--- src/hdl/board_pkg.sv ---
`default_nettype none

package board_pkg;

  // reset stretch length, also the stretcher register width
  localparam int RESET_STRETCH = 32;

  localparam int NUM_BTNS = 7;

  localparam int NUM_INIT_CMDS = 4;
  localparam int INIT_IDX_W = $clog2(NUM_INIT_CMDS);

  // panel init: display on, remap, column range, row range
  localparam logic [7:0] OLED_INIT_CMDS [NUM_INIT_CMDS] = '{8'hAF, 8'hA0, 8'h15, 8'h75};

  // oled_resn low time after core reset ends
  localparam int OLED_RESN_CYCLES = 8;
  localparam int RESN_CNT_W = $clog2(OLED_RESN_CYCLES);

  typedef enum logic [1:0] {
    IDLE,
    SETUP,
    SHIFT,
    HOLD
  } spi_state_t;

  typedef enum logic [2:0] {
    PANEL_RESET,
    INIT,
    WAIT_CHANGE,
    DATA_HI,
    DATA_LO
  } seq_state_t;

  // dc is 0 for a command, 1 for data
  typedef struct packed {
    logic       dc;
    logic [7:0] data;
  } oled_byte_t;

  typedef struct packed {
    logic inc;
    logic dec;
    logic clr;
  } btn_pulse_t;

endpackage

`default_nettype wire

--- src/hdl/reset_stretcher.sv ---
`timescale 1ns/1ps
`default_nettype none

module reset_stretcher import board_pkg::*; (
  input  logic clk_25mhz,
  input  logic rst_n,
  input  logic ready,
  output logic core_reset
);

  logic [RESET_STRETCH-1:0] stretch_q;

  // ones while not ready, then zeros walk in from the top
  always_ff @(posedge clk_25mhz or negedge rst_n) begin
    if (!rst_n) begin
      stretch_q <= '1;
    end else if (!ready) begin
      stretch_q <= '1;
    end else begin
      stretch_q <= stretch_q >> 1;
    end
  end

  assign core_reset = stretch_q[0];

endmodule

`default_nettype wire

--- src/hdl/button_sync.sv ---
`timescale 1ns/1ps
`default_nettype none

module button_sync import board_pkg::*; (
  input  logic                clk_25mhz,
  input  logic                rst_n,
  input  logic [NUM_BTNS-1:0] btns,
  output btn_pulse_t          pulses
);

  // buttons 1 to 3 only
  logic [2:0] sync1_q;
  logic [2:0] sync2_q;
  logic [2:0] prev_q;
  logic [2:0] pulse_q;

  always_ff @(posedge clk_25mhz or negedge rst_n) begin
    if (!rst_n) begin
      sync1_q <= '0;
      sync2_q <= '0;
      prev_q  <= '0;
      pulse_q <= '0;
    end else begin
      sync1_q <= btns[3:1];
      sync2_q <= sync1_q;
      prev_q  <= sync2_q;
      // registered edge, so the pulse lands 3 cycles after the pin
      pulse_q <= sync2_q & ~prev_q;
    end
  end

  assign pulses.inc = pulse_q[0];
  assign pulses.dec = pulse_q[1];
  assign pulses.clr = pulse_q[2];

endmodule

`default_nettype wire

--- src/hdl/oled_spi.sv ---
`timescale 1ns/1ps
`default_nettype none

module oled_spi import board_pkg::*; (
  input  logic       clk_25mhz,
  input  logic       rst_n,
  input  logic       start,
  input  oled_byte_t tx_byte,
  output logic       busy,
  output logic       done,
  output logic       oled_clk,
  output logic       oled_mosi,
  output logic       oled_dc,
  output logic       oled_csn
);

  spi_state_t state_q;
  logic [2:0] bit_q;
  logic       phase_q;
  logic [7:0] shift_q;
  logic       dc_q;
  logic       done_q;
  logic       accept;

  assign accept = (state_q == IDLE) && start;

  always_ff @(posedge clk_25mhz or negedge rst_n) begin
    if (!rst_n) begin
      state_q <= IDLE;
      bit_q   <= '0;
      phase_q <= 1'b0;
      dc_q    <= 1'b0;
      done_q  <= 1'b0;
    end else begin
      done_q <= 1'b0;
      case (state_q)
        IDLE: begin
          if (start) begin
            state_q <= SETUP;
            bit_q   <= '0;
            phase_q <= 1'b0;
            dc_q    <= tx_byte.dc;
          end
        end
        SETUP: begin
          state_q <= SHIFT;
        end
        SHIFT: begin
          // phase 0 is clk low, phase 1 is clk high
          phase_q <= ~phase_q;
          if (phase_q) begin
            bit_q <= bit_q + 3'd1;
            if (bit_q == 3'd7) begin
              state_q <= HOLD;
            end
          end
        end
        HOLD: begin
          state_q <= IDLE;
          done_q  <= 1'b1;
        end
        default: begin
          state_q <= IDLE;
        end
      endcase
    end
  end

  // msb first, next bit appears as clk falls
  always_ff @(posedge clk_25mhz) begin
    if (accept) begin
      shift_q <= tx_byte.data;
    end else if (state_q == SHIFT && phase_q) begin
      shift_q <= {shift_q[6:0], 1'b0};
    end
  end

  assign busy      = (state_q != IDLE);
  assign done      = done_q;
  assign oled_csn  = (state_q == IDLE);
  assign oled_clk  = (state_q == SHIFT) && phase_q;
  assign oled_mosi = (state_q != IDLE) && shift_q[7];
  assign oled_dc   = dc_q;

endmodule

`default_nettype wire

--- src/hdl/oled_sequencer.sv ---
`timescale 1ns/1ps
`default_nettype none

module oled_sequencer import board_pkg::*; (
  input  logic       clk_25mhz,
  input  logic       rst_n,
  input  logic       core_reset,
  input  logic [7:0] value,
  output logic       start,
  output oled_byte_t tx_byte,
  input  logic       busy,
  input  logic       done,
  output logic       oled_resn
);

  seq_state_t            state_q;
  logic [RESN_CNT_W-1:0] resn_cnt_q;
  logic [INIT_IDX_W-1:0] init_idx_q;
  logic [7:0]            last_sent_q;
  logic [7:0]            frame_q;
  logic                  issued_q;
  logic                  start_q;
  logic                  resn_q;
  oled_byte_t            tx_q;
  oled_byte_t            next_byte;
  logic                  sending;
  logic                  issue;

  assign sending = (state_q == INIT) || (state_q == DATA_HI) || (state_q == DATA_LO);
  // one byte in flight at a time
  assign issue   = sending && !issued_q && !busy;

  always_comb begin
    case (state_q)
      DATA_HI: next_byte = '{dc: 1'b1, data: frame_q};
      DATA_LO: next_byte = '{dc: 1'b1, data: ~frame_q};
      default: next_byte = '{dc: 1'b0, data: OLED_INIT_CMDS[init_idx_q]};
    endcase
  end

  always_ff @(posedge clk_25mhz or negedge rst_n) begin
    if (!rst_n) begin
      state_q     <= PANEL_RESET;
      resn_cnt_q  <= '0;
      init_idx_q  <= '0;
      last_sent_q <= '0;
      issued_q    <= 1'b0;
      start_q     <= 1'b0;
      resn_q      <= 1'b0;
    end else if (core_reset) begin
      state_q     <= PANEL_RESET;
      resn_cnt_q  <= '0;
      init_idx_q  <= '0;
      last_sent_q <= '0;
      issued_q    <= 1'b0;
      start_q     <= 1'b0;
      resn_q      <= 1'b0;
    end else begin
      start_q <= issue;
      if (issue) begin
        issued_q <= 1'b1;
      end
      case (state_q)
        PANEL_RESET: begin
          resn_cnt_q <= resn_cnt_q + 1'b1;
          if (resn_cnt_q == RESN_CNT_W'(OLED_RESN_CYCLES - 1)) begin
            resn_q  <= 1'b1;
            state_q <= INIT;
          end
        end
        INIT: begin
          if (done) begin
            issued_q <= 1'b0;
            if (init_idx_q == INIT_IDX_W'(NUM_INIT_CMDS - 1)) begin
              state_q <= WAIT_CHANGE;
            end else begin
              init_idx_q <= init_idx_q + 1'b1;
            end
          end
        end
        WAIT_CHANGE: begin
          if (value != last_sent_q) begin
            state_q <= DATA_HI;
          end
        end
        DATA_HI: begin
          if (done) begin
            issued_q <= 1'b0;
            state_q  <= DATA_LO;
          end
        end
        DATA_LO: begin
          if (done) begin
            issued_q    <= 1'b0;
            last_sent_q <= frame_q;
            state_q     <= WAIT_CHANGE;
          end
        end
        default: begin
          state_q <= PANEL_RESET;
        end
      endcase
    end
  end

  // frame value is frozen for both bytes
  always_ff @(posedge clk_25mhz) begin
    if (state_q == WAIT_CHANGE && value != last_sent_q) begin
      frame_q <= value;
    end
    if (issue) begin
      tx_q <= next_byte;
    end
  end

  assign start     = start_q;
  assign tx_byte   = tx_q;
  assign oled_resn = resn_q;

endmodule

`default_nettype wire

--- src/hdl/main.sv ---
`timescale 1ns/1ps
`default_nettype none

module main import board_pkg::*; (
  input  logic                clk_25mhz,
  input  logic                rst_n,
  input  logic                core_reset,
  input  logic [NUM_BTNS-1:0] btns,
  output logic [7:0]          leds,
  output logic                oled_clk,
  output logic                oled_mosi,
  output logic                oled_dc,
  output logic                oled_resn,
  output logic                oled_csn
);

  btn_pulse_t pulses;
  oled_byte_t tx_byte;
  logic [7:0] count_q;
  logic       start;
  logic       busy;
  logic       done;

  button_sync i_button_sync (
    .clk_25mhz (clk_25mhz),
    .rst_n     (rst_n),
    .btns      (btns),
    .pulses    (pulses)
  );

  // clr over inc over dec
  always_ff @(posedge clk_25mhz or negedge rst_n) begin
    if (!rst_n) begin
      count_q <= '0;
    end else if (core_reset) begin
      count_q <= '0;
    end else if (pulses.clr) begin
      count_q <= '0;
    end else if (pulses.inc) begin
      count_q <= count_q + 8'd1;
    end else if (pulses.dec) begin
      count_q <= count_q - 8'd1;
    end
  end

  assign leds = count_q;

  oled_sequencer i_oled_sequencer (
    .clk_25mhz  (clk_25mhz),
    .rst_n      (rst_n),
    .core_reset (core_reset),
    .value      (count_q),
    .start      (start),
    .tx_byte    (tx_byte),
    .busy       (busy),
    .done       (done),
    .oled_resn  (oled_resn)
  );

  oled_spi i_oled_spi (
    .clk_25mhz (clk_25mhz),
    .rst_n     (rst_n),
    .start     (start),
    .tx_byte   (tx_byte),
    .busy      (busy),
    .done      (done),
    .oled_clk  (oled_clk),
    .oled_mosi (oled_mosi),
    .oled_dc   (oled_dc),
    .oled_csn  (oled_csn)
  );

endmodule

`default_nettype wire

--- src/hdl/board_top.sv ---
`timescale 1ns/1ps
`default_nettype none

module board_top import board_pkg::*; (
  input  logic                clk_25mhz,
  input  logic                rst_n,
  input  logic [NUM_BTNS-1:0] btns,
  output logic [7:0]          leds,
  output logic                oled_clk,
  output logic                oled_mosi,
  output logic                oled_dc,
  output logic                oled_resn,
  output logic                oled_csn
);

  logic core_reset;

  // button 0 is the run/ready level
  reset_stretcher i_reset_stretcher (
    .clk_25mhz  (clk_25mhz),
    .rst_n      (rst_n),
    .ready      (btns[0]),
    .core_reset (core_reset)
  );

  main i_main (
    .clk_25mhz  (clk_25mhz),
    .rst_n      (rst_n),
    .core_reset (core_reset),
    .btns       (btns),
    .leds       (leds),
    .oled_clk   (oled_clk),
    .oled_mosi  (oled_mosi),
    .oled_dc    (oled_dc),
    .oled_resn  (oled_resn),
    .oled_csn   (oled_csn)
  );

endmodule

`default_nettype wire

--- config.mk ---
export PLATFORM = sky130hd
export DESIGN_NAME = board_top
export DESIGN_NICKNAME = d
export VERILOG_FILES = /design/src/hdl/board_pkg.sv /design/src/hdl/reset_stretcher.sv /design/src/hdl/button_sync.sv /design/src/hdl/oled_spi.sv /design/src/hdl/oled_sequencer.sv /design/src/hdl/main.sv /design/src/hdl/board_top.sv
export SDC_FILE = /design/constraint.sdc
export NUM_CORES = 1
export LEC_CHECK = 0
export BUFFER_PORTS_ARGS = -buffer_cell sky130_fd_sc_hd__buf_4
export CAP_MARGIN = 20
export CORE_ASPECT_RATIO = 1.5
export CORE_MARGIN = 2
export CORE_UTILIZATION = 55
export CTS_BUF_LIST = sky130_fd_sc_hd__clkbuf_4
export CTS_CLUSTER_SIZE = 16
export DETAILED_ROUTE_END_ITERATION = 10
export HOLD_SLACK_MARGIN = 0.02
export PLACE_DENSITY_LB_ADDON = 0.05
export SETUP_SLACK_MARGIN = 0.2
export SLEW_MARGIN = 20
export SYNTH_ARGS = -nofsm -noshare
export SYNTH_HDL_FRONTEND = slang
export SYNTH_SLANG_ARGS = --single-unit
--- constraint.sdc ---
create_clock -name clk_25mhz -period 2.3 [get_ports clk_25mhz]
set_input_delay 0.23 -clock clk_25mhz [delete_from_list [all_inputs] [get_ports clk_25mhz]]
set_output_delay 0.23 -clock clk_25mhz [all_outputs]
set_load 0.1 [all_outputs]
==> implementation parameters <==
Parameter                              Value

Worst setup path
  Path depth of the worst reg2reg path ... 7
  CP arrival ... approximately 2.3 ns
  Type of destination of the critical path ... flop
  Launch point of the critical path ... i_main.i_button_sync.pulse_q[0]
  Critical Path RT ... 2.63 ns
  Worst setup path class ... flop to flop
  Crit Reg-Reg Startpoint ... i_main.i_button_sync.pulse_q[0]
  Worst R2R End ... i_main.leds[5]
  Worst Setup Start Kind ... flop
  Highest fanout seen on the critical path ... 7
  Minimum setup slack among reg-to-reg paths ... 0.38 ns

Logic synthesis
  Top flip-flop cell by instance count after synthesis ... sky130_fd_sc_hd__dfrtp_1
  Synth Instances ... between 300 and 400
  Fraction of registers with async set/reset ... between 70% and 80%
  Xor/xnor cell area share of the yosys netlist ... under 10%
  Adder and majority gate portion of the synthesized area ... 5.37%
  Synth Warn # ... 0
  Synthesized Nets ... ~420
  Basic-gate share of the synthesized area counting and, or, nand and nor cells ... between 10% and 20%
  Compound-cell area share of the yosys netlist ... between 10% and 20%
  Sequential area share after synthesis ... about three fifths
  Combinational family with the most area after synthesis ... simple AND/OR/NAND/NOR gates
  Ranking of synthesized cells by area ... sky130_fd_sc_hd__dfrtp_1 26%, sky130_fd_sc_hd__dfstp_2 18%, sky130_fd_sc_hd__edfxtp_1 16%
  Number of library cell types mapped by synthesis ... 52
  Area share of the largest cell type after synthesis ... between 20% and 30%
  Multiplexer share of the synthesized area ... 2.63%
  Count of flip-flops with a built-in enable after synthesis ... 25
  Summed instance area of the synthesized netlist ... 4570 um^2
  Yosys top cell by area ... sky130_fd_sc_hd__dfrtp_1
  Flops & latches, synth ... 104
  Mapped Avg Cell Area ... between 10 and 15 um^2

Run status
  Outcome ... finished clean

Cells and area
  Area added between synthesis and finish ... 9.94%
  Fraction of final layout cells sized beyond drive strength 1 ... about 25%
  Sequential standard cell area ... between 2000 and 3000 um^2
  Number of inserted filler cells in the final layout ... 630
  Number of standard cells in the layout, taps in and fillers out ... ~530
  Area of combinational cells with multiple inputs ... roughly 1700 um^2
  NumNets Final ... around 450
  Antenna cells ... 0
  Top library cells by usage in the layout, fill and taps aside ... 51 x sky130_fd_sc_hd__nand2_1, 38 x sky130_fd_sc_hd__dfrtp_1, 32 x sky130_fd_sc_hd__nand2b_1, 32 x sky130_fd_sc_hd__dfstp_2, 26 x sky130_fd_sc_hd__a21oi_1
  Final standard cell utilization of the core ... roughly 62%
  Leading cell type in the layout, fill and taps excluded ... sky130_fd_sc_hd__nand2_1

Floorplan
  Num ports ... 22
  Height of the die ... roughly 120 um
  Starting density of the core ... a little under three fifths
  Die width ... between 70 and 80 um
  Row count ... 40
  Overall die area ... 9070 um^2
  Core region area ... just over 8000 um^2

Timing
  Worst clock skew ... about 0.024 ns
  Final setup slack of the worst path ... just under 0.4 ns
  Measured slew at the worst slew-check pin ... ~0.54 ns
  Final slew viol count ... 0
  Count of final setup violators ... 0
  Period utilisation layout ... 83.3%
  Sum Neg Setup Slack ... 0 ns
  RSZ-0062 raised after global routing ... no
  Minimum clock period after layout ... approximately 1.9 ns
  Hold Violations, Final ... 0
  Worst relative slew slack ... between 60 and 70%
  F_max ... approximately 520 MHz

Place
  Total of buffers placed on input and output ports ... 18
  Placer Congestion ... 0.876
  Placed wire-length estimate after detailed placement ... 5380 um
  Cells after DPL ... between 500 and 600
  Post-placement worst setup slack ... ~0.31 ns

Detailed routing
  Vias after detailed routing ... around 2900
  Routed wirelength normalized by instance count ... between 10 and 15 um
  DRT met1 WL ... between 3000 and 4000 um
  Wire length reported by the detailed router ... 7660 um
  Wire length on met3 ... approximately 200 um
  Max layer used ... met4
  Routed wire length on met2 ... around 4000 um
  First-pass iteration count of the detailed router ... 4
  Post-route antenna net violation count ... 0
  Initial drt markers ... 146
  Remaining design rule violation count ... 0
  Vias per inst ... approximately 5.4

Hold path
  Start point of the worst hold path ... btns[0]
  Worst min-delay path category ... input port to flop
  Worst hold stages ... 2
  Hold-critical path endpoint ... i_reset_stretcher.stretch_q[31]

GRT
  Global-route wire length before repair ... between 10000 and 15000 um
  Vias in the first global route ... 2837
  Sum of overflow across all layers after global routing ... 0
  Antenna violations before repair ... 0
  Largest net degree at the start of global routing ... 46
  Total GRT Usage ... 18.9%

Clocking
  Clock latency reported for the late side of the worst-skew pair ... about 0.46 ns
  Deepest clock path buffer count ... 2
  Depth of the CTS H-tree ... 3
  TritonCTS buffer count ... 9
  Number of setup buffers added after CTS ... 0
  Clock slew seen by the registers of the worst setup and hold paths ... roughly 0.16 ns
  Sinks on Clock Net ... around 100
  TritonCTS clock tree ... done
  Root buffer selected by CTS ... sky130_fd_sc_hd__clkbuf_4

Pwr
  Worst IR Drop VDD ... roughly 420 uV
  Power per cell area ... between 500 and 600 nW/um^2
  Reported leakage power ... between 2 and 2.5 nW

Flow run
  Reported max-cap violation count ... 0
==> power breakdown <==
part / switching (mW) / internal (mW)
registers: 0.00621 / 1.90
clock network: 0.582 / 0.260
logic: 0.0578 / 0.0283
total: 0.647 / 2.19
==> state kept, by name, indices dropped and copies added, names as in the netlist, 8 cells and up <==
| register | cells |
|---|---|
| i_reset_stretcher.stretch_q | 32 |
| i_main.i_oled_sequencer.last_sent_q | 8 |
| i_main.i_oled_sequencer.tx_byte | 9 |
| i_main.leds | 8 |
| i_main.i_oled_sequencer.frame_q | 8 |
| i_main.i_oled_spi.shift_q | 8 |
==> what timing repair did <==
item / in CTS / in global routing
endpoints found under the setup margin: 0 / 4
hold buffers: 4 / 0
gates resized for setup: 0 / 3
endpoints found under the hold margin: 19 / 0
==> cell type report <==
class	count	area share [%]
sequential	104	55.3
multi-input combinational	260	33.8
timing repair buffer	30	4.93
tap	105	2.61
clock buffer	11	1.64
inverter	12	0.896
clock inverter	5	0.772
==> worst max-delay path: stages (launching register included) <==
cell and delay (ns):
sky130_fd_sc_hd__dfrtp_2 0.48, sky130_fd_sc_hd__inv_2 0.14, sky130_fd_sc_hd__ha_1 0.27, sky130_fd_sc_hd__a211oi_2 0.33
sky130_fd_sc_hd__o21bai_1 0.13, sky130_fd_sc_hd__a21oi_1 0.20, sky130_fd_sc_hd__nor4_1 0.06, sky130_fd_sc_hd__nand3b_1 0.17
==> synth_stat cells, types with 2 or more instances <==
library cell / count
sky130_fd_sc_hd__o21ai_1: 2
sky130_fd_sc_hd__o211ai_1: 4
sky130_fd_sc_hd__a21oi_1: 26
sky130_fd_sc_hd__nor2b_1: 5
sky130_fd_sc_hd__o21ai_0: 17
sky130_fd_sc_hd__a22oi_1: 6
sky130_fd_sc_hd__a211o_1: 2
sky130_fd_sc_hd__o32a_1: 2
sky130_fd_sc_hd__a211oi_1: 2
sky130_fd_sc_hd__o2bb2ai_1: 3
sky130_fd_sc_hd__and3_1: 3
sky130_fd_sc_hd__dfrtp_1: 47
sky130_fd_sc_hd__nand2_1: 51
sky130_fd_sc_hd__clkbuf_1: 6
sky130_fd_sc_hd__nand2b_1: 32
sky130_fd_sc_hd__edfxtp_1: 25
sky130_fd_sc_hd__buf_2: 6
sky130_fd_sc_hd__a22o_1: 3
sky130_fd_sc_hd__mux2_2: 8
sky130_fd_sc_hd__nor4_1: 2
sky130_fd_sc_hd__buf_4: 2
sky130_fd_sc_hd__nor3_1: 3
sky130_fd_sc_hd__xnor2_1: 13
sky130_fd_sc_hd__or2_2: 2
sky130_fd_sc_hd__dfstp_2: 32
sky130_fd_sc_hd__nor4b_1: 2
sky130_fd_sc_hd__mux2i_1: 3
sky130_fd_sc_hd__nand3_1: 8
sky130_fd_sc_hd__nor2_1: 18
sky130_fd_sc_hd__inv_1: 12
sky130_fd_sc_hd__nand4_1: 5
sky130_fd_sc_hd__ha_1: 18
sky130_fd_sc_hd__a21boi_0: 2
==> layer usage <==
layer	track usage [%]	vias to the layer above
met1	23.4	1393
met3	4.05	17
met2	31.8	39
met5	0	-
li1	-	1415
met4	9.12	0
==> how the worst max path moves through the flow <==
stage	endpoint	slack, ns	depth (start not counted)
4_1_cts	i_main.leds[5]	0.25	7
6_report	i_main.leds[5]	0.38	7
3_3_place_gp	i_main.leds[6]	0.35	7
3_5_place_dp	i_main.leds[5]	0.31	7
5_1_grt	i_main.leds[5]	0.23	7
2_1_floorplan	i_main.i_oled_sequencer.tx_byte[0]	0.29	4
==> per-stage QoR <==
step                power (mW)  hold WS, ns  instance area [um^2]
floorplan                 1.98      -0.0656                  4590
global placement          2.02        0.212                  4860
detailed placement        2.03        0.218                  4860
CTS                       2.88       0.0736                  5020
global route              2.96       0.0740                  5020
finish                    2.84       0.0971                  5020
==> cell families after synthesis <==
| family | Yosys count |
|---|---|
| AOI/OAI and AO/OA | 78 |
| xor gates and xnor gates | 13 |
| and+or+nand+nor | 139 |
| DFF | 104 |
| muxes | 11 |
| buffers and inverters | 27 |
| adders and majority gates | 19 |
Power figures use the tool's default switching activity.
